`src/logic/rv_pkg.sv`:
```
/* RV32I pipeline types */
package rv_pkg;

  localparam int xlen_c = 32;  // Data path width

  typedef logic [4:0]        reg_addr_t;
  typedef logic [xlen_c-1:0] word_t;

  // ================================================
  // Encodings
  // ================================================
  typedef enum logic [6:0] {
    OP_LUI    = 7'b0110111,
    OP_AUIPC  = 7'b0010111,
    OP_JAL    = 7'b1101111,
    OP_JALR   = 7'b1100111,
    OP_BRANCH = 7'b1100011,
    OP_LOAD   = 7'b0000011,  // LW only
    OP_STORE  = 7'b0100011,  // SW only
    OP_IMM    = 7'b0010011,
    OP_REG    = 7'b0110011
  } opcode_e;

  typedef enum logic [3:0] {
    ALU_ADD  = 4'd0,
    ALU_SUB  = 4'd1,
    ALU_SLL  = 4'd2,
    ALU_SLT  = 4'd3,
    ALU_SLTU = 4'd4,
    ALU_XOR  = 4'd5,
    ALU_SRL  = 4'd6,
    ALU_SRA  = 4'd7,
    ALU_OR   = 4'd8,
    ALU_AND  = 4'd9
  } alu_op_e;

  typedef enum logic [1:0] {
    WB_ALU = 2'd0,
    WB_MEM = 2'd1,
    WB_PC4 = 2'd2  // Link value for JAL/JALR
  } wb_sel_e;

  typedef enum logic [1:0] {
    FWD_NONE  = 2'd0,
    FWD_EXMEM = 2'd1,
    FWD_MEMWB = 2'd2
  } fwd_sel_e;

  // Operand A source, PC for AUIPC/JAL/branches, zero for LUI
  typedef enum logic [1:0] {
    OPA_REG  = 2'd0,
    OPA_PC   = 2'd1,
    OPA_ZERO = 2'd2
  } opa_sel_e;

  // ================================================
  // Stage records
  // ================================================
  typedef struct packed {
    logic  valid;
    word_t pc;
    word_t instr;
  } ifid_t;

  typedef struct packed {
    logic      valid;
    word_t     pc;
    word_t     rs1_val;
    word_t     rs2_val;
    reg_addr_t rs1;
    reg_addr_t rs2;
    reg_addr_t rd;
    word_t     imm;
    alu_op_e   alu_op;
    logic      alu_src;    // Operand B is the immediate
    opa_sel_e  opa_sel;
    logic      branch;
    logic      jump;
    logic      jalr;
    logic [2:0] funct3;    // Branch condition
    logic      mem_read;
    logic      mem_write;
    logic      reg_write;
    wb_sel_e   wb_sel;
  } idex_t;

  typedef struct packed {
    logic      valid;
    word_t     alu_result;
    word_t     store_data;
    word_t     pc_plus_4;
    reg_addr_t rd;
    logic      mem_read;
    logic      mem_write;
    logic      reg_write;
    wb_sel_e   wb_sel;
  } exmem_t;

  typedef struct packed {
    logic      valid;
    word_t     alu_result;
    word_t     load_data;
    word_t     pc_plus_4;
    reg_addr_t rd;
    logic      reg_write;
    wb_sel_e   wb_sel;
  } memwb_t;

  // Register write, also the observable retirement
  typedef struct packed {
    logic      valid;
    reg_addr_t rd;
    word_t     data;
  } retire_t;

  typedef struct packed {
    logic  taken;
    word_t target;
  } redirect_t;

endpackage

```
`src/logic/fetch_stage.sv`:
```
/* Instruction fetch */
`timescale 1ns/1ps

module fetch_stage import rv_pkg::*; #(
  parameter word_t RESET_VECTOR = '0
) (
  input  logic      clk,
  input  logic      reset_n,
  input  logic      stall,
  input  redirect_t redirect,
  output word_t     imem_addr,
  input  word_t     imem_data,
  output ifid_t     ifid
);

  word_t pc;
  word_t pc_next;

  // Redirect from EX wins, stall freezes PC
  assign pc_next = redirect.taken ? redirect.target :
                   stall          ? pc :
                                    pc + word_t'(4);

  assign imem_addr = pc;  // Data comes back same cycle

  always_ff @(posedge clk or negedge reset_n) begin
    if (!reset_n) begin
      pc <= RESET_VECTOR;
    end else begin
      pc <= pc_next;
    end
  end

  // IF/ID register
  always_ff @(posedge clk or negedge reset_n) begin
    if (!reset_n) begin
      ifid <= '0;
    end else if (redirect.taken) begin
      ifid.valid <= 1'b0;       // Wrong-path fetch dropped
    end else if (!stall) begin
      ifid.valid <= 1'b1;
      ifid.pc    <= pc;
      ifid.instr <= imem_data;
    end
  end

  // Targets from EX must keep fetch on word boundaries
  pc_word_aligned: assert property (@(posedge clk) disable iff (!reset_n) pc[1:0] == 2'b00)
    else $error("PC not word aligned: %h", pc);

endmodule

```
`config.mk`:
```
export PLATFORM = sky130hd
export DESIGN_NAME = fetch_stage
export DESIGN_NICKNAME = d
export VERILOG_FILES = /design/src/logic/rv_pkg.sv /design/src/logic/fetch_stage.sv
export SDC_FILE = /design/constraint.sdc
export NUM_CORES = 1
export LEC_CHECK = 0
export BUFFER_PORTS_ARGS = -buffer_cell sky130_fd_sc_hd__buf_2
export CAP_MARGIN = 20
export CORE_ASPECT_RATIO = 0.8
export CORE_MARGIN = 3
export CORE_UTILIZATION = 44
export DETAILED_ROUTE_END_ITERATION = 8
export PLACE_DENSITY = 0.77
export SYNTH_ARGS = -nofsm -noshare
export SYNTH_HDL_FRONTEND = slang
export SYNTH_SLANG_ARGS = --single-unit
```
`constraint.sdc`:
```
create_clock -name clk -period 2.1 [get_ports clk]
set_input_delay 0 -clock clk [delete_from_list [all_inputs] [get_ports clk]]
set_output_delay 0 -clock clk [all_outputs]
set_load 0.05 [all_outputs]
```
Word level (Yosys, flattened, before mapping)
Cells that the tools add are included.
Storage, ports and cells
  bits of input ports: 68
  memory bits (read-only): 0
  memory bits (writable): 0
  latch bits: 0
  bits in registers: 97
  logic and storage cells: 13
  memories: 0
Cells by class
  reduce and logical (&&, ||, !) cells: 1
  multipliers: 0
  $add $sub $neg: 1
  equality and inequality tests: 1
  div/mod/pow operators: 0
  magnitude comparators: 0
  shift-type cells: 0
  bitwise logic cells: 2
  multiplexer cells: 4
Operators by type and width (number)
  65-bit 2-to-1 mux: 1
  32-bit 2-to-1 mux: 2
  32-bit by 3-bit adder with 32-bit output, second input constant: 1
  2-bit by 1-bit inequality test with 1-bit output, second input constant: 1
  1-bit NOT: 2
  2-bit AND reduction: 1
  1-bit 2-to-1 mux: 1

Logic depth before layout (Yosys ltp)
Gate-level depths: netlist of run 1.
  word-level depth: 3
  gate-level depth with buffers: 7

Worst setup path after synthesis of run 1
Ideal clock, no wire load.
  path type: reg2reg
  start point: register pc[2] (netlist: imem_addr[2])
  end point: register pc[30] (netlist: imem_addr[30])
  cell stages (with the launch flop): 7
  arrival: 2.280 ns
  clock period less this slack: 2.361 ns
  data required time: 2.018 ns
  slack: -0.261 ns
  path through: dfrtp_1 -> ha_1 -> nand4_1 -> or4_4 -> buf_2 -> or4_1 -> a31oi_1
On the way
  cells in the longest elaborated chain, start to end: 3
RTL lines
  from (decl): RTL line fetch_stage.sv:16  | word_t pc;
  from (signal assigned): RTL line fetch_stage.sv:30  | pc <= pc_next;
  32-bit by 3-bit adder with 32-bit output: RTL line fetch_stage.sv:22  | pc + word_t'(4);
  32-bit 2-to-1 mux: RTL line fetch_stage.sv:21  | stall ? pc :
  32-bit 2-to-1 mux: RTL line fetch_stage.sv:20  | assign pc_next = redirect.taken ? redirect.target :
Every way passes these cells. The select of a mux whose other input is x is not followed.
A chain may end at the register's enable or synchronous reset.

Worst setup path after layout of run 1
  start point: register pc[3] (netlist: imem_addr[3])
  end point: register pc[24] (netlist: imem_addr[24])
Same word-level chain as after synthesis.

==> run metrics, run 1 <==
initial antenna violation count=0; post-placement cell count=615; detailed-route via count=about 3700; WP data required=2.30 ns; antenna fix cells=0; number of max-cap violations=0; CTS Buf Count=9; Tmin final=~2.1 ns; Initial Util=between 40 and 50%; Max VDD drop=approximately 0.57 mV; Fill cells=673; Worst Hold Class=input port to flop; Critical Path AT=between 2 and 2.5 ns; status=complete, but fails checks; Worst path max stage delay=0.61 ns; pin count of the biggest net entering global routing=53; Net Count, Synth=409; Final Hold Slack=between 0.05 and 0.06 ns; failing checks=setup timing; critical path startpoint category=flop; Syn Area/Cell=~12 um^2; Leak=2.87 nW; global router's overall resource usage=22.0%; Core ar.=9150 um^2; DR WL/cell=16.4 um; number of synthesized flops with an enable pin=0; dpl hpwl=7.34 mm; Synth Flop Type=dfrtp_1; DRT Pass-1 Iters=4; placed instance area=5230 um^2; ys async rst share=100%; CP Capture Type=flop; final setup TNS=-0.0173 ns; maximum clock path buffer count=2; fin crit share=101%; design area=between 6000 and 7000 um^2; Post-route DRC=0; Die Area=10800 um^2; DIE WIDTH=between 100 and 150 um; #FFs+latches synth=97; detailed-route wire length=11.6 mm; RePlAce Congestion=0.817; Non-Filler Instances=707; Slew Viols, Final=0; Setup violations, final=1; clock sinks=97; wire length of the first global-routing pass=roughly 18 mm; post-route ant nets=0; fmax=about 470 MHz; sequential area share after synthesis=a little under 60%; DR vias/cell=5.25; initial drt markers=about 170; Clock Latency Late Sink=0.34 ns; Pwr Density=931 nW/um^2; most common library cell in the layout ignoring fill and taps=buf_2; Worst path slowest cell=or4_4; commonest non-fill, non-tap cells in the layout=163 x buf_2, 86 x dfrtp_1, 66 x mux2_2; CP Cell Sequence=ha_4 -> nand4_1 -> or4_4 -> buf_6 -> buf_4 -> o31ai_1 -> a31oi_1; clk root buf=clkbuf_16; clk_skew=0.00767 ns; area growth from synthesis to layout=49.2%; Synth cell types=30; Synth Instances=340; Synth Warn #=0; nets@finish=656; die height=93.4 um; Post-Syn Area=~4200 um^2; Final Hold Fails=0; H-tree depth=3; clock-pin transition on the worst setup and hold timing paths=0.06 ns; Worst-Margin Slew=between 0.6 and 0.7 ns; critical path class=flop to flop; share of cells above drive strength 1=48.3%; FP Rows=31; gr ovfl total=0; final core occ=between 60% and 70%; Buffers on Ports=164; Rel. slew slack=56.1%; TritonCTS clock tree=built; vias in the first global route=3751; CP max FO=6; Final WS setup=-0.0173 ns; # IOs=between 150 and 200
cells in the mapped netlist (2+ instances only):
cell / number / area share (%)
nand3_1: 14 / 1.7
and4_1: 3 / 0.63
nor2b_1: 2 / 0.30
o31ai_1: 11 / 2.0
or4_1: 14 / 2.5
inv_1: 4 / 0.36
xor2_1: 10 / 2.1
and3_1: 4 / 0.60
dfrtp_1: 97 / 58
clkbuf_1: 13 / 1.2
nand4_1: 7 / 1.0
xnor2_1: 3 / 0.63
o211ai_1: 2 / 0.36
buf_2: 3 / 0.36
nor2_1: 16 / 1.4
a31oi_1: 14 / 2.1
mux2_2: 66 / 18
o21ai_0: 17 / 2.0
nand2_1: 27 / 2.4
and2_1: 3 / 0.45
power breakdown:
part | switching, mW | internal [mW]
logic | 1.36 | 0.583
clock network | 0.668 | 0.895
registers | 0.189 | 2.14
total | 2.21 | 3.62
stage by stage:
step | setup slack (ns) | total power [mW]
3_5_place_dp | 0.0948 | 4.17
5_1_grt | -0.0739 | 6.09
2_1_floorplan | -0.0662 | 3.65
6_report | -0.0173 | 5.83
3_3_place_gp | 0.143 | 4.14
4_1_cts | 0.0923 | 5.83
per-layer routing:
layer | up-vias | global-route usage [%] | wire (um)
met5 | - | 0 | 0
met4 | 0 | 7.33 | 206
met3 | 20 | 6.60 | 766
met2 | 151 | 36.4 | 5780
met1 | 1803 | 27.6 | 4840
li1 | 1736 | - | -
final timing paths:
path                       depth (start not counted)    startpoint  slack (ns)             to
max                                                7  imem_addr[3]       -0.02  imem_addr[24]
min                                                3         stall        0.06       ifid[64]
max reg2reg                                        7  imem_addr[3]       -0.02  imem_addr[24]
min reg2reg                                        1      ifid[52]        0.50       ifid[52]
max in group asynchronous                          3       reset_n        1.19  imem_addr[25]
min in group asynchronous                          2       reset_n        0.23       ifid[39]
registers in the layout, summed over array words and instances (netlist names):
name and count:
ifid 65, imem_addr 32
layout make-up:
type	instances	area, um^2	area share [%]
clock buffer	13	270	4.32
sequential	97	2440	39.0
multi-input combinational	221	1700	27.1
inverter	4	15.0	0.240
tap	115	144	2.30
timing repair buffer	254	1680	26.8
clock inverter	3	15.0	0.240
what timing repair did:
item                                    in CTS  in global routing
endpoints found under the setup margin       0                  4
endpoints found under the hold margin      115                  0
hold buffers                                65                  0
buffers inserted                             0                 11
resized for setup                            0                  5
worst max-delay path, delay by kind of cell (launching register included):
family	cells	cell delay, ns
buf+inv	2	0.30
simple gates	2	0.70
flops	1	0.42
fa+ha+maj	1	0.15
compound gates	2	0.42
kinds of logic after synthesis:
family,after synthesis,synth area share [%]
xor gates and xnor gates,13,2.71
buffers and inverters,22,2.24
and+or+nand+nor,95,12.4
AOI/OAI and AO/OA,45,6.56
adders and majority gates,1,0.298
DFF,97,57.8
muxes,67,17.9
No activity file was read; power rests on OpenSTA's default activity.
==> inputs of run 2 (changes only) <==
--- a/config.mk
+++ b/config.mk
@@ -5,11 +5,12 @@
 export SDC_FILE = /design/constraint.sdc
 export NUM_CORES = 1
 export LEC_CHECK = 0
+export ABC_AREA = 1
 export BUFFER_PORTS_ARGS = -buffer_cell sky130_fd_sc_hd__buf_2
 export CAP_MARGIN = 20
 export CORE_ASPECT_RATIO = 0.8
 export CORE_MARGIN = 3
-export CORE_UTILIZATION = 44
+export CORE_UTILIZATION = 45
 export DETAILED_ROUTE_END_ITERATION = 8
 export PLACE_DENSITY = 0.77
 export SYNTH_ARGS = -nofsm -noshare
==> constraint.sdc (replaced) <==
create_clock -name clk -period 2.1 [get_ports clk]
set_input_delay 0 -clock clk [delete_from_list [all_inputs] [get_ports clk]]
set_output_delay 0 -clock clk [all_outputs]
set_load 0.01 [all_outputs]
==> run 2 against run 1 <==
  * The flow now finishes without violations
  * Largest cell class unchanged
  * Global-route usage up 2.9 points
  * Sequential cell count did not move
  * Highest routed layer unchanged
  * Worst setup slack gained 0.45 ns
  * Non-clock buffer count shrank 23
  * Clock skew is 0.0040 ns higher
==> run metrics, run 2 <==
H-tree depth=3 (unchanged); top cell type's share of synthesized area=52.5% (was 57.8%); Critical Path AT=1.89 ns (was 2.32 ns); post-placement cell count=871 (was 615); die height=96.6 um (was 93.4 um); WP data required=2.32 ns (was 2.30 ns); Buf+Inv Stages, Crit Path=0 (was 2); DRT Pass-1 Iters=5 (was 4); clock-pin transition on the worst setup and hold timing paths=0.07 ns (was 0.06 ns); Worst-Margin Slew=0.779 ns (was 0.658 ns); global router's overall resource usage=24.9% (was 22.0%); WHS Endpoint=imem_addr[28] (was ifid[64]); global routing met1 resource utilization=33.5% (was 27.6%); fmax=601 MHz (was 472 MHz); FP Rows=32 (was 31); Pwr Density=753 nW/um^2 (was 931 nW/um^2); GRT Max-Usage Layer=met2 (unchanged); RePlAce Congestion=0.932 (was 0.817); post-route ant nets=0 (unchanged); design area=6460 um^2 (was 6260 um^2); CP Capture Type=flop (unchanged); dpl hpwl=9.52 mm (was 7.34 mm); number of gates resized after cts=0 (unchanged); Worst Min Path Start=redirect[28] (was stall); Setup violations, final=0 (was 1); status=finished clean (was complete, but fails checks); Synth cell types=26 (was 30); Initial Util=47.1% (was 45.8%); reg-to-reg endpoint=imem_addr[22] (was imem_addr[24]); worst r2r src=imem_addr[2] (was imem_addr[3]); critical path class=flop to flop (unchanged); Max VDD drop=0.499 mV (was 0.568 mV); gr ovfl total=0 (unchanged); most frequent cell after synthesis=nand2_1 (was dfrtp_1); final core occ=65.9% (was 68.4%); Post-Syn Area=4620 um^2 (was 4200 um^2); DR vias/cell=5.08 (was 5.25); max reg flops=65 (unchanged); Core ar.=9810 um^2 (was 9150 um^2); Tmin final=1.66 ns (was 2.12 ns); wire length of the first global-routing pass=23.2 mm (was 18.5 mm); CTS Buf Count=9 (unchanged); ys async rst share=100% (unchanged); final setup TNS=0 ns (was -0.0173 ns); TritonCTS clock tree=built (unchanged); Final Hold Fails=0 (unchanged); initial drt markers=368 (was 174); Post-route DRC=0 (unchanged); Rel. slew slack=48.1% (was 56.1%); post-synth top area cell=dfrtp_1 (unchanged); vias in the first global route=4633 (was 3751); pin count of the biggest net entering global routing=74 (was 53); share of cells above drive strength 1=24.8% (was 48.3%); critical path startpoint category=flop (unchanged); Biggest register=ifid (unchanged); most frequent CP cell=nand3_1; Simple-Gate Fraction of Synth Area=34.2% (was 12.4%); Synth Instances=588 (was 340); adder-cell share of the synthesized area=0.271% (was 0.298%); M2 GR Usage=40.3% (was 36.4%); area growth from synthesis to layout=39.9% (was 49.2%); Crit path max-delay family=simple AND/OR/NAND/NOR gates (unchanged); number of max-cap violations=0 (unchanged); Non-Filler Instances=949 (was 707); detailed-route via count=4821 (was 3710); Fill cells=819 (was 673); DR WL/cell=15.2 um (was 16.4 um); Worst path max stage delay=0.43 ns (was 0.61 ns); Synth Area in Compound Gates=6.28% (was 6.56%); fin crit share=79.2% (was 101%); initial antenna violation count=1 (was 0); FF-to-FF setup slack=0.44 ns (was -0.02 ns); # IOs=165 (unchanged); clk root buf=clkbuf_16 (unchanged); commonest non-fill, non-tap cells in the layout=208 x nand2_1, 163 x buf_2, 97 x dfrtp_1 (was 163 x buf_2, 86 x dfrtp_1, 66 x mux2_2); Synth area leaders=dfrtp_1 53%, nand2_1 17%, nor2_1 6.3% (was dfrtp_1 58%, mux2_2 18%, or4_1 2.5%); largest family of logic cells by synthesized area=simple AND/OR/NAND/NOR gates (was multiplexers); nets@finish=876 (was 656); Syn Area/Cell=7.86 um^2 (was 12.3 um^2); CP max FO=9 (was 6); most common library cell in the layout ignoring fill and taps=nand2_1 (was buf_2); Slew Viols, Final=0 (unchanged); sequential area share after synthesis=52.5% (was 57.8%); maximum clock path buffer count=2 (unchanged); Buffers on Ports=164 (unchanged); clk_skew=0.0117 ns (was 0.00767 ns); DIE WIDTH=119 um (was 115 um); Hold Crit Depth=4 (was 3); RSZ-0062 raised after global routing=false; Net Count, Synth=657 (was 409); #FFs+latches synth=97 (unchanged); Worst Hold Class=input port to flop (unchanged); clock sinks=97 (unchanged); number of synthesized flops with an enable pin=0 (unchanged); most instantiated cells after synthesis=208 x nand2_1, 97 x dfrtp_1, 77 x nor2_1 (was 97 x dfrtp_1, 66 x mux2_2, 27 x nand2_1); Synth Flop Type=dfrtp_1 (unchanged); Die Area=11500 um^2 (was 10800 um^2); Clock Latency Late Sink=0.34 ns (about the same); post-synthesis xor/xnor area fraction=0% (was 2.71%); reg2reg path depth=8 (was 7); Worst path slowest cell=dfrtp_1 (was or4_4); Leak=3.38 nW (was 2.87 nW); detailed-route wire length=14.4 mm (was 11.6 mm); proportion of synthesized area in mux cells=0% (was 17.9%); placed instance area=5570 um^2 (was 5230 um^2); GRT met3 Usage=6.78% (was 6.60%); Synth Warn #=0 (unchanged); CP Cell Sequence=ha_1 -> nand2_1 -> nor2_1 -> nand2_1 -> nor2_4 -> nand3_1 -> nand3_1 -> nand3_1 (was ha_4 -> nand4_1 -> or4_4 -> buf_6 -> buf_4 -> o31ai_1 -> a31oi_1)
run 2: cell types whose count changed in the layout (fill, tap and decap cells not counted), moves of 13 or more:
cell,previous run,this run
mux2_2,66,0
nand3_1,14,50
nand2_1,27,208
buf_4,24,5
or4_1,13,0
inv_1,4,49
nor2_1,15,77
a31oi_1,14,0
run 2: per-layer routing:
layer | routed length [um] | vias up
met3 | 1180 | 20
met5 | 0 | -
met4 | 252 | 0
met1 | 6290 | 2264
met2 | 6720 | 218
li1 | - | 2319
run 2: area by class of cell:
cell class	instances	area (um^2)	share of cell area [%]
Tap cell	136	170	2.63
Inverter	51	191	2.96
Sequential cell	97	2430	37.5
Clock inverter	4	27.5	0.426
Clock buffer	12	256	3.97
Multi-Input combinational cell	417	1890	29.2
Antenna cell	1	2.50	0.0387
Timing Repair Buffer	231	1500	23.3
run 2: cell families (layout without fill, tap and decap cells):
| logic type | after synthesis | after routing |
|---|---|---|
| compound gates | 46 | 46 |
| fa+ha+maj | 1 | 1 |
| buf+inv | 74 | 298 |
| flops | 97 | 97 |
| other cells | 0 | 1 |
| simple gates | 370 | 370 |
run 2: report_power, final:
group / switching, mW / internal [mW] / total (mW)
Sequential: 0.191 / 2.10 / 2.29
Combinational: 0.581 / 0.436 / 1.02
Clock: 0.690 / 0.866 / 1.56
Total: 1.46 / 3.40 / 4.87
run 2: worst reg2reg max path: stages (launching register included):
cell and delay [ns]:
dfrtp_1 0.43, ha_1 0.22, nand2_1 0.08, nor2_1 0.17, nand2_1 0.13, nor2_4 0.21
nand3_1 0.11, nand3_1 0.11, nand3_1 0.09
run 2: timing repair:
item	in CTS	in global routing
hold endpoints to repair	93	0
buffers inserted	0	0
hold buffers	61	0
run 2: stage by stage:
stage | hold WS (ns) | power [mW] | setup WS, ns
after floorplan | -0.296 | 2.77 | 0.675
after global placement | -0.0144 | 3.21 | 0.590
after detailed placement | -0.0119 | 3.25 | 0.506
after CTS | 0.00121 | 4.89 | 0.447
after global routing | 0.00783 | 5.13 | 0.262
final | 0.000678 | 4.87 | 0.437
run 2: worst max path at each step:
stage          cells after the start             to  slack [ns]          from
6_report                           8  imem_addr[22]        0.44  imem_addr[2]
5_1_grt                            8  imem_addr[22]        0.26  imem_addr[2]
4_1_cts                            8  imem_addr[22]        0.45  imem_addr[2]
3_5_place_dp                       8  imem_addr[28]        0.51  imem_addr[2]
3_3_place_gp                       8  imem_addr[26]        0.59  imem_addr[2]
2_1_floorplan                      8  imem_addr[22]        0.67  imem_addr[2]
