$ cat config.mk
export PLATFORM = sky130hd
export DESIGN_NAME = decode_stage
export DESIGN_NICKNAME = d
export VERILOG_FILES = /design/src/logic/rv_pkg.sv /design/src/logic/decode_stage.sv
export SDC_FILE = /design/constraint.sdc
export NUM_CORES = 1
export LEC_CHECK = 0
export CORE_AREA = 2 2 131 133
export CTS_CLUSTER_SIZE = 40
export DETAILED_ROUTE_END_ITERATION = 10
export DIE_AREA = 0 0 133 135
export DONT_BUFFER_PORTS = 1
export HOLD_SLACK_MARGIN = 0.02
export PLACE_DENSITY = 0.51
export REMOVE_ABC_BUFFERS = 1
export SYNTH_ARGS = -nofsm -noshare
export SYNTH_HDL_FRONTEND = slang
export SYNTH_SLANG_ARGS = --single-unit
$ cat constraint.sdc
create_clock -name clk -period 1.7 [get_ports clk]
set_input_delay 0.17 -clock clk [delete_from_list [all_inputs] [get_ports clk]]
set_output_delay 0.17 -clock clk [all_outputs]
set_load 0.02 [all_outputs]
$ cat src/logic/rv_pkg.sv
/* RV32I pipeline types */
package rv_pkg;

  localparam int xlen_c = 32;  // Data path width

  typedef logic [4:0]        reg_addr_t;
  typedef logic [xlen_c-1:0] word_t;

  // ================================================
  // Encodings
  // ================================================
  typedef enum logic [6:0] {
    OP_LUI    = 7'b0110111,
    OP_AUIPC  = 7'b0010111,
    OP_JAL    = 7'b1101111,
    OP_JALR   = 7'b1100111,
    OP_BRANCH = 7'b1100011,
    OP_LOAD   = 7'b0000011,  // LW only
    OP_STORE  = 7'b0100011,  // SW only
    OP_IMM    = 7'b0010011,
    OP_REG    = 7'b0110011
  } opcode_e;

  typedef enum logic [3:0] {
    ALU_ADD  = 4'd0,
    ALU_SUB  = 4'd1,
    ALU_SLL  = 4'd2,
    ALU_SLT  = 4'd3,
    ALU_SLTU = 4'd4,
    ALU_XOR  = 4'd5,
    ALU_SRL  = 4'd6,
    ALU_SRA  = 4'd7,
    ALU_OR   = 4'd8,
    ALU_AND  = 4'd9
  } alu_op_e;

  typedef enum logic [1:0] {
    WB_ALU = 2'd0,
    WB_MEM = 2'd1,
    WB_PC4 = 2'd2  // Link value for JAL/JALR
  } wb_sel_e;

  typedef enum logic [1:0] {
    FWD_NONE  = 2'd0,
    FWD_EXMEM = 2'd1,
    FWD_MEMWB = 2'd2
  } fwd_sel_e;

  // Operand A source, PC for AUIPC/JAL/branches, zero for LUI
  typedef enum logic [1:0] {
    OPA_REG  = 2'd0,
    OPA_PC   = 2'd1,
    OPA_ZERO = 2'd2
  } opa_sel_e;

  // ================================================
  // Stage records
  // ================================================
  typedef struct packed {
    logic  valid;
    word_t pc;
    word_t instr;
  } ifid_t;

  typedef struct packed {
    logic      valid;
    word_t     pc;
    word_t     rs1_val;
    word_t     rs2_val;
    reg_addr_t rs1;
    reg_addr_t rs2;
    reg_addr_t rd;
    word_t     imm;
    alu_op_e   alu_op;
    logic      alu_src;    // Operand B is the immediate
    opa_sel_e  opa_sel;
    logic      branch;
    logic      jump;
    logic      jalr;
    logic [2:0] funct3;    // Branch condition
    logic      mem_read;
    logic      mem_write;
    logic      reg_write;
    wb_sel_e   wb_sel;
  } idex_t;

  typedef struct packed {
    logic      valid;
    word_t     alu_result;
    word_t     store_data;
    word_t     pc_plus_4;
    reg_addr_t rd;
    logic      mem_read;
    logic      mem_write;
    logic      reg_write;
    wb_sel_e   wb_sel;
  } exmem_t;

  typedef struct packed {
    logic      valid;
    word_t     alu_result;
    word_t     load_data;
    word_t     pc_plus_4;
    reg_addr_t rd;
    logic      reg_write;
    wb_sel_e   wb_sel;
  } memwb_t;

  // Register write, also the observable retirement
  typedef struct packed {
    logic      valid;
    reg_addr_t rd;
    word_t     data;
  } retire_t;

  typedef struct packed {
    logic  taken;
    word_t target;
  } redirect_t;

endpackage

$ cat src/logic/decode_stage.sv
/* Instruction decode */
`timescale 1ns/1ps

module decode_stage import rv_pkg::*; (
  input  logic      clk,
  input  logic      reset_n,
  input  ifid_t     ifid,
  input  logic      stall,
  input  logic      bubble,
  input  redirect_t redirect,
  output reg_addr_t rs1_addr,
  output reg_addr_t rs2_addr,
  input  word_t     rs1_data,
  input  word_t     rs2_data,
  output idex_t     idex
);

  word_t      instr;
  logic [2:0] funct3;
  logic       alt;    // Bit 30, selects SUB/SRA
  word_t      imm_i;
  word_t      imm_s;
  word_t      imm_b;
  word_t      imm_u;
  word_t      imm_j;
  idex_t      dec;

  assign instr    = ifid.instr;
  assign funct3   = instr[14:12];
  assign alt      = instr[30];
  assign rs1_addr = instr[19:15];
  assign rs2_addr = instr[24:20];

  // ================================================
  // Immediates
  // ================================================
  assign imm_i = {{20{instr[31]}}, instr[31:20]};
  assign imm_s = {{20{instr[31]}}, instr[31:25], instr[11:7]};
  assign imm_b = {{19{instr[31]}}, instr[31], instr[7], instr[30:25], instr[11:8], 1'b0};
  assign imm_u = {instr[31:12], 12'b0};
  assign imm_j = {{11{instr[31]}}, instr[31], instr[19:12], instr[20], instr[30:21], 1'b0};

  // ALU operation from funct3
  function automatic alu_op_e alu_from_funct3(input logic [2:0] f3, input logic sub_sra);
    alu_op_e op;
    case (f3)
      3'b000:  op = sub_sra ? ALU_SUB : ALU_ADD;
      3'b001:  op = ALU_SLL;
      3'b010:  op = ALU_SLT;
      3'b011:  op = ALU_SLTU;
      3'b100:  op = ALU_XOR;
      3'b101:  op = sub_sra ? ALU_SRA : ALU_SRL;
      3'b110:  op = ALU_OR;
      default: op = ALU_AND;
    endcase
    return op;
  endfunction

  // ================================================
  // Control
  // ================================================
  always_comb begin
    dec         = '0;    // Unknown opcodes fall out as no-ops
    dec.valid   = ifid.valid;
    dec.pc      = ifid.pc;
    dec.rs1_val = rs1_data;
    dec.rs2_val = rs2_data;
    dec.rs1     = rs1_addr;
    dec.rs2     = rs2_addr;
    dec.rd      = instr[11:7];
    dec.funct3  = funct3;
    dec.alu_op  = ALU_ADD;
    dec.opa_sel = OPA_REG;
    dec.wb_sel  = WB_ALU;
    case (instr[6:0])
      OP_LUI: begin
        dec.imm       = imm_u;
        dec.alu_src   = 1'b1;
        dec.opa_sel   = OPA_ZERO;   // 0 + imm
        dec.reg_write = 1'b1;
      end
      OP_AUIPC: begin
        dec.imm       = imm_u;
        dec.alu_src   = 1'b1;
        dec.opa_sel   = OPA_PC;
        dec.reg_write = 1'b1;
      end
      OP_JAL: begin
        dec.imm       = imm_j;
        dec.alu_src   = 1'b1;
        dec.opa_sel   = OPA_PC;     // ALU builds the target
        dec.jump      = 1'b1;
        dec.reg_write = 1'b1;
        dec.wb_sel    = WB_PC4;
      end
      OP_JALR: begin
        dec.imm       = imm_i;
        dec.alu_src   = 1'b1;
        dec.jump      = 1'b1;
        dec.jalr      = 1'b1;
        dec.reg_write = 1'b1;
        dec.wb_sel    = WB_PC4;
      end
      OP_BRANCH: begin
        dec.imm     = imm_b;
        dec.alu_src = 1'b1;
        dec.opa_sel = OPA_PC;
        dec.branch  = 1'b1;
      end
      OP_LOAD: begin
        dec.imm       = imm_i;
        dec.alu_src   = 1'b1;
        dec.mem_read  = 1'b1;
        dec.reg_write = 1'b1;
        dec.wb_sel    = WB_MEM;
      end
      OP_STORE: begin
        dec.imm       = imm_s;
        dec.alu_src   = 1'b1;
        dec.mem_write = 1'b1;
      end
      OP_IMM: begin
        dec.imm       = imm_i;
        dec.alu_src   = 1'b1;
        dec.alu_op    = alu_from_funct3(funct3, (funct3 == 3'b101) && alt);  // Only SRAI
        dec.reg_write = 1'b1;
      end
      OP_REG: begin
        dec.alu_op    = alu_from_funct3(funct3, alt);
        dec.reg_write = 1'b1;
      end
      default: ;
    endcase
  end

  // ID/EX register
  always_ff @(posedge clk or negedge reset_n) begin
    if (!reset_n) begin
      idex <= '0;
    end else if (redirect.taken || bubble) begin
      idex.valid <= 1'b0;   // Flush or load-use bubble
    end else if (!stall) begin
      idex <= dec;
    end
  end

endmodule

======== After elaboration in Yosys (flattened, before gate mapping) ========
Index checks and enable logic that the tools add are counted.
operators by class
  eq/ne operators ......................... 16
  multiplexer cells ....................... 19
  bitwise logic cells ..................... 2
  reduce and logical (&&, ||, !) cells .... 10
operator list
  cell                  count
  $mux W162             1
  $pmux W32 S5          1
  $pmux W4 S7           2
  $eq A7 B6 Y1 const B  3
  $eq A7 B7 Y1 const B  3
  $eq A7 B5 Y1 const B  2
  $mux W1               12
  $eq A3 B3 Y1 const B  3
  $pmux W2 S2           2
  $pmux W4 S2           1
  $reduce_or A8 Y1      1
  $eq A7 B2 Y1 const B  1
  $reduce_or A7 Y1      1
  $eq A3 B2 Y1 const B  2
  $reduce_or A3 Y1      2
  $reduce_or A2 Y1      2
  $eq A3 B1 Y1 const B  1
  $logic_not A3 Y1      1
  $ne A2 B1 Y1 const B  1
  $not A1 Y1            2
  $reduce_and A2 Y1     1
  $logic_and A1 B1 Y1   1
  $logic_or A1 B1 Y1    1
word-level totals
  register bits after elaboration ......... 162
  input port bits ......................... 166
  output and inout port bits .............. 172
  word-level logic and storage cells ...... 66

======== Longest topological paths before layout ========
Gate-level depths: netlist of run 1.
  word-level depth ........................ 7
  gate-level depth with buffers ........... 8
  mapped depth without buffers ............ 5

======== Least setup slack after synthesis of run 1 ========
OpenSTA, ideal clock, no wires.
  path type ............................... input -> register
  start ................................... in ifid[5] in the netlist's numbering
  end ..................................... reg idex[39] in the netlist's numbering
  data arrival time ....................... 1425 ps
  data required time ...................... 1633 ps
  path slack .............................. 209 ps
  stages .................................. 7
  path buffers ............................ 2
  cell sequence ........................... buf_6 or3_4 o22ai_4 nor2_2 or3_4 buf_6 nand3_2
on the way
  word-level cells in the longest chain between the ends .. 3
  elaborated cells on any way between the ends .. 11
  classes of those cells .................. 8 x eq/ne; 1 x mux; 2 x reduce/logical
RTL lines
  element                                                                       line                RTL
  from (decl)                                                                   decode_stage.sv:7   input ifid_t ifid,
  $eq A7 B5 Y1 (tied with other cells)                                          decode_stage.sv:75  case (instr[6:0])
  $reduce_or A3 Y1 (no source line) / $reduce_or A2 Y1 (equally long branches)  --
  $pmux W32 S5 (*)                                                              decode_stage.sv:75
  to (decl)                                                                     decode_stage.sv:15  output idex_t idex
Every way passes the cells marked *; elsewhere a longest branch is shown, timed or not.
A chain may end at the register's enable or synchronous reset.

======== Worst setup path after layout of run 1 ========
  start ................................... in ifid[14] in the netlist's numbering
  end ..................................... reg idex[14] in the netlist's numbering
on the way
  word-level cells in the longest chain between the ends .. 5
  elaborated cells on any way between the ends .. 13
  classes of those cells .................. 6 x eq/ne; 5 x mux; 2 x reduce/logical
RTL lines
  element              line                                     RTL
  $eq A3 B3 Y1         decode_stage.sv:46, decode_stage.sv:125
  $logic_and A1 B1 Y1  decode_stage.sv:125                      dec.alu_op = alu_from_funct3(funct3, (funct3 == 3'b101) && alt);
  $mux W1              decode_stage.sv:47, decode_stage.sv:52
  $pmux W4 S7          decode_stage.sv:46                       case (f3)
  $pmux W4 S2 (*)      decode_stage.sv:75
Marked as above.

==> results.toml, run 1 <==
[clock_network]
clkSinkCount = 162
cts_hold_buf = 128
htreeDepth = 4
clkSlewWorstSetupHoldPaths_ns = 0.06
cts_tree = "built"
clock-root-buffer = "clkbuf_16"
worstSkewPairLatency_ns = 0.41
clock_path_buffers = 2
cts_inserted_buffers = 17

[die]
core_area_um2 = 16400
rows = 47
fp.dieW_um = 133
die-area_um2 = 18000
initial_utilization_pct = 40.3
io_pins = 338
die_y_um = 135

[timing]
rsz0062_at_grt = "no"
relSlewSlack_pct = 67.2
skew_ns = 0
finalCriticalPeriod_ns = 1.57
finalHoldViolations = 162
slew_viol_final = 0
worst_pin_slew_ns = 0.487
achievable-frequency_mhz = 638
post-route-period-util_pct = 92.2
setup_tns_ns = 0
fin_hold_ws_ns = -0.552
setup_viol = 0

[critical_path]
criticalPathCategory = "input port to register"
cp.arrival_ns = 1.90
path_max_fanout = 6
critPathLaunchType = "input port"
end_kind = "register"
worst-endpoint-required_ns = 2.03

[layout]
final_nets = 989
largest_reg_flops = 162
reg_top3 = "idex x162"
final_common_cell = "nand2_1"
instances_no_fill = 1057
final_cell_mix = "nand2_1 (379), dfrtp_1 (162), dlygate4sd3_1 (127)"
regMostFlops = "idex"
drive_above_1_share_pct = 8.01
fin_util_pct = 52.7
synthToLayoutAreaGrowth_pct = 30.5

[routing]
first_pass_iters = 7
viasPerCell = 5.02
drt-initial-drc-count = 237
vias = 5306
wire_per_inst_um = 17.2
routed_wl_mm = 18.2
final_antenna_net_count = 0
drc = 0

[global_routing]
grt_start_max_net_pins = 163
grt-ovfl-total = 0
grt_pass1_vias = 5417
grt_pass1_wl_mm = 28.8
antenna_found_initial = 1
track_usage_pct = 20.4

[place]
port_buffers = 0
dp_hpwl_mm = 11.9
place_congestion = 0.767
dpl.cell_count = 896

[job]
cap_violations = 0

[power]
leakage_uw = 0.00443
ir_drop_mv = 0.649
p_per_area_nw_per_um2 = 1170
power_uw = 10100

[logic_synthesis]
postSynthCellCount = 715
synth-seq-area-share_pct = 61.2
synthDistinctLibCells = 46
synthArstFlopShare_pct = 100
synth_warnings = 0
synth_flop_cell = "dfrtp_1"
synth_edf_count = 0
synth.avg_cell_area_um2 = 9.26
synth_area_um2 = 6620
synth_seq_cells = 162

[min_path]
holdCritPathClass = "input port to asynchronous set/reset pin"

[status]
status = "finished with violations"
violations = "hold timing"
[synthesized netlist by cell type, drive strengths merged, types with 2 or more instances]
| cell | instances | share of area, % |
|---|---|---|
| or3 | 3 | 0.45 |
| a22o | 6 | 0.79 |
| o21ai | 20 | 1.5 |
| mux2i | 3 | 0.45 |
| a21o | 4 | 0.45 |
| a21oi | 2 | 0.15 |
| nor3 | 4 | 0.55 |
| nor4 | 2 | 0.19 |
| nor2 | 16 | 0.95 |
| and3 | 2 | 0.21 |
| nor2b | 2 | 0.19 |
| mux2 | 2 | 0.34 |
| or2 | 2 | 0.19 |
| clkbuf | 27 | 1.7 |
| dfrtp | 162 | 61 |
| o31ai | 2 | 0.23 |
| inv | 2 | 0.11 |
| nand2 | 379 | 21 |
| nand3 | 27 | 2.8 |
| a221oi | 4 | 0.53 |
| a21boi | 8 | 0.91 |
| buf | 23 | 2.6 |
[repair_timing]
action	CTS	global route
setup endpoints to repair	0	1
gates resized for setup	0	2
setup buffers	0	0
endpoints found under the hold margin	318	162
[final cells by class]
cell class              instances  area (µm²)
fillers                      1459        7760
flip-flops and latches        162        4050
multi-input cells             500        2280
repair buffers                140        1410
clock buffers                  20         457
well taps                     220         275
clock inverters                12         155
inverters                       2        7.51
diodes                          1        2.50
[critical path: stages]
cell	delay (ns)
dlygate4sd3_1	0.63
nand2_1	0.11
o21ai_0	0.07
a21oi_1	0.13
nand3_1	0.08
dlygate4sd3_1	0.56
o21ai_0	0.14
[per-stage QoR]
step | instance area, µm² | setup slack (ns)
final | 8640 | 0.133
after global routing | 8640 | 0.0213
after CTS | 8630 | 0.0554
after detailed placement | 6740 | 0.282
after global placement | 6740 | 0.296
after floorplan | 6330 | -3.79
[report_power, final]
| part | total (µW) | internal (µW) | switching (µW) |
|---|---|---|---|
| Sequential | 5300 | 4320 | 975 |
| Clock | 3950 | 2400 | 1550 |
| Combinational | 857 | 430 | 427 |
| Total | 10100 | 7150 | 2950 |
[path summary, 6_finish.rpt]
| kind | start | to | slack [ns] | cells after the start |
|---|---|---|---|---|
| min in group clk | ifid[6] | idex[16] | 0.04 | 3 |
| max in group asynchronous | reset_n | idex[13] | 2.07 | 0 |
| min reg2reg | idex[129] | idex[129] | 0.62 | 2 |
| max reg2reg | idex[161] | idex[161] | 0.32 | 3 |
| min | reset_n | idex[65] | -0.55 | 0 |
| max | ifid[14] | idex[14] | 0.13 | 7 |
[metal layers]
metal  routed length, µm  share of wire [%]  global-route usage, %
met3                1770                9.8                   7.77
met1                7100                 39                   23.6
met4                 328                1.8                   7.47
met5                   0                  0                      0
met2                8970                 49                   34.5
[cells by family (layout without fill, tap and decap cells)]
family,Yosys count,after routing,share of synthesized area [%]
other,0,1,0
buffers and inverters,53,174,4.55
DFF,162,162,61.2
muxes,5,5,0.794
AOI/OAI and AO/OA,53,53,5.61
and+or+nand+nor,442,442,27.8
(Power assumes the default switching activity.)
==> inputs of run 2 (changes only) <==
--- a/config.mk
+++ b/config.mk
@@ -11,7 +11,8 @@
 export DIE_AREA = 0 0 133 135
 export DONT_BUFFER_PORTS = 1
 export HOLD_SLACK_MARGIN = 0.02
-export PLACE_DENSITY = 0.51
+export MAX_ROUTING_LAYER = met4
+export PLACE_DENSITY_LB_ADDON = 0.15
 export REMOVE_ABC_BUFFERS = 1
 export SYNTH_ARGS = -nofsm -noshare
 export SYNTH_HDL_FRONTEND = slang
==> run 2 against run 1 <==
Net effect: the run still ends with hold timing left; register-to-register slack got worse by 0.04 ns; worst hold slack got worse by 0.0087 ns; power rose by 0.94%; sequential share of layout area fell by 0.095 points; combinational power rose by 1%; clock power rose by 2%; die area did not move; first-iteration DRC count rose by 5.9%; non-clock buffer count rose by 2; final area rose by 0.20%; highest routed layer unchanged.
==> results.toml, run 2 (same netlist as run 1, synthesis figures left out) <==
[status]
status = "finished with violations"
violations = "hold timing"

[layout]
fin_area_um2 = 8660
regMostFlops = "idex"
synthToLayoutAreaGrowth_pct = 30.8
seq_area_um2 = 4050
fin_util_pct = 52.8
final_cell_mix = "nand2_1 (379), dfrtp_1 (162), dlygate4sd3_1 (127)"
drive_above_1_share_pct = 8.23
final_common_cell = "nand2_1"
fillCellCount = 1456
reg_top3 = "idex x162"
final_nets = 991
largest_reg_flops = 162
multi_input_area_um2 = 2270
n_antenna_cell = 0

[die]
rows = 47
core_area_um2 = 16400
io_pins = 338
die_y_um = 135
die-area_um2 = 18000
initial_utilization_pct = 40.3
fp.dieW_um = 133

[routing]
drc = 0
routed_wl_mm = 18.5
drt-initial-drc-count = 251
first_pass_iters = 6
vias = 5303
viasPerCell = 5.01
final_antenna_net_count = 0
wire_per_inst_um = 17.5

[clock_network]
clock-root-buffer = "clkbuf_16"
cts_hold_buf = 127
cts_inserted_buffers = 17
clkSinkCount = 162
cts_tree = "built"
post_cts_buffers = 0
clkSlewWorstSetupHoldPaths_ns = 0.06
htreeDepth = 4
worstSkewPairLatency_ns = 0.42
clock_path_buffers = 2

[global_routing]
antenna_found_initial = 0
grt_pass1_vias = 5523
grt_start_max_net_pins = 163
grt-ovfl-total = 0
track_usage_pct = 21.7
grt_pass1_wl_mm = 29.3

[power]
p_per_area_nw_per_um2 = 1180
switching_share_pct = 28.8
seqPwrFrac_pct = 52.0
pwr-share-comb_pct = 8.5
internal_power_uw = 7260
leakage_uw = 0.00444
power_switching_uw = 2940
ir_drop_mv = 0.691
power.share.clock_pct = 39.5

[timing]
setup_viol = 0
finalCriticalPeriod_ns = 1.56
rsz0062_at_grt = "no"
slew_viol_final = 0
achievable-frequency_mhz = 642
relSlewSlack_pct = 68.1
worst_pin_slew_ns = 0.472
finalHoldViolations = 162
skew_ns = 0
post-route-period-util_pct = 91.7
fin_hold_ws_ns = -0.560

[place]
place_congestion = 0.789
port_buffers = 0
dp_hpwl_mm = 12.1
dpl_cell_area_um2 = 6760

[critical_path]
criticalPathCategory = "input port to register"
end_kind = "register"
cp.arrival_ns = 1.90
critPathLaunchType = "input port"
path_max_fanout = 5
worst-endpoint-required_ns = 2.05

[min_path]
holdCritPathClass = "input port to asynchronous set/reset pin"

[job]
cap_violations = 0
## run 2: power groups by stage
stage | logic [µW] | registers (µW) | clock network, µW
after floorplan | 476 | 5230 | 0
after global placement | 568 | 5360 | 0
after detailed placement | 609 | 5370 | 0
after CTS | 867 | 5300 | 4150
after global routing | 1000 | 5350 | 4330
final | 866 | 5300 | 4030
## run 2: final cells by class
class | instances | area share [%]
repair buffers | 142 | 16.4
well taps | 220 | 3.18
inverters | 2 | 0.0867
clock inverters | 13 | 2.12
clock buffers | 19 | 5.11
flip-flops and latches | 162 | 46.8
multi-input cells | 500 | 26.3
## run 2: path summary, 6_finish.rpt
check / startpoint / to / slack, ns / cells past startpoint
worst max-delay path: ifid[13] / idex[14] / 0.14 / 7
worst min-delay path: reset_n / idex[65] / -0.56 / 0
worst max register to register: idex[161] / idex[161] / 0.28 / 3
worst min register to register: idex[130] / idex[130] / 0.62 / 2
max in group asynchronous: reset_n / idex[66] / 2.01 / 0
min in group clk: ifid[2] / idex[16] / 0.08 / 3
## run 2: stage by stage
step	total power, µW	setup TNS [ns]	hold WS (ns)	worst slack, ns	instances
CTS	10300	0	-0.586	0.159	1058
global route	10700	0	-0.592	0.0394	1058
detailed placement	5980	0	-0.122	0.240	899
floorplan	5700	-407.95	-0.126	-3.79	664
global placement	5930	0	-0.122	0.284	899
finish	10200	0	-0.560	0.142	1058
## run 2: what timing repair did
| action | CTS | global route |
|---|---|---|
| endpoints found under the setup margin | 0 | 1 |
| hold endpoints to repair | 318 | 162 |
| resized for setup | 0 | 1 |
## run 2: critical path, stage by stage
cell           delay, ns
dlygate4sd3_1       0.63
nand2_1             0.11
o21ai_0             0.07
a21oi_1             0.12
nand3_1             0.09
dlygate4sd3_1       0.59
o21ai_1             0.12
## run 2: layer usage
| metal | vias to the layer above | GRT usage (%) | wire length [µm] |
|---|---|---|---|
| met2 | 240 | 35.1 | 9070 |
| met3 | 31 | 8.75 | 1790 |
| li1 | 2472 | - | - |
| met4 | 0 | 7.95 | 407 |
| met5 | - | - | 0 |
| met1 | 2560 | 24.4 | 7270 |
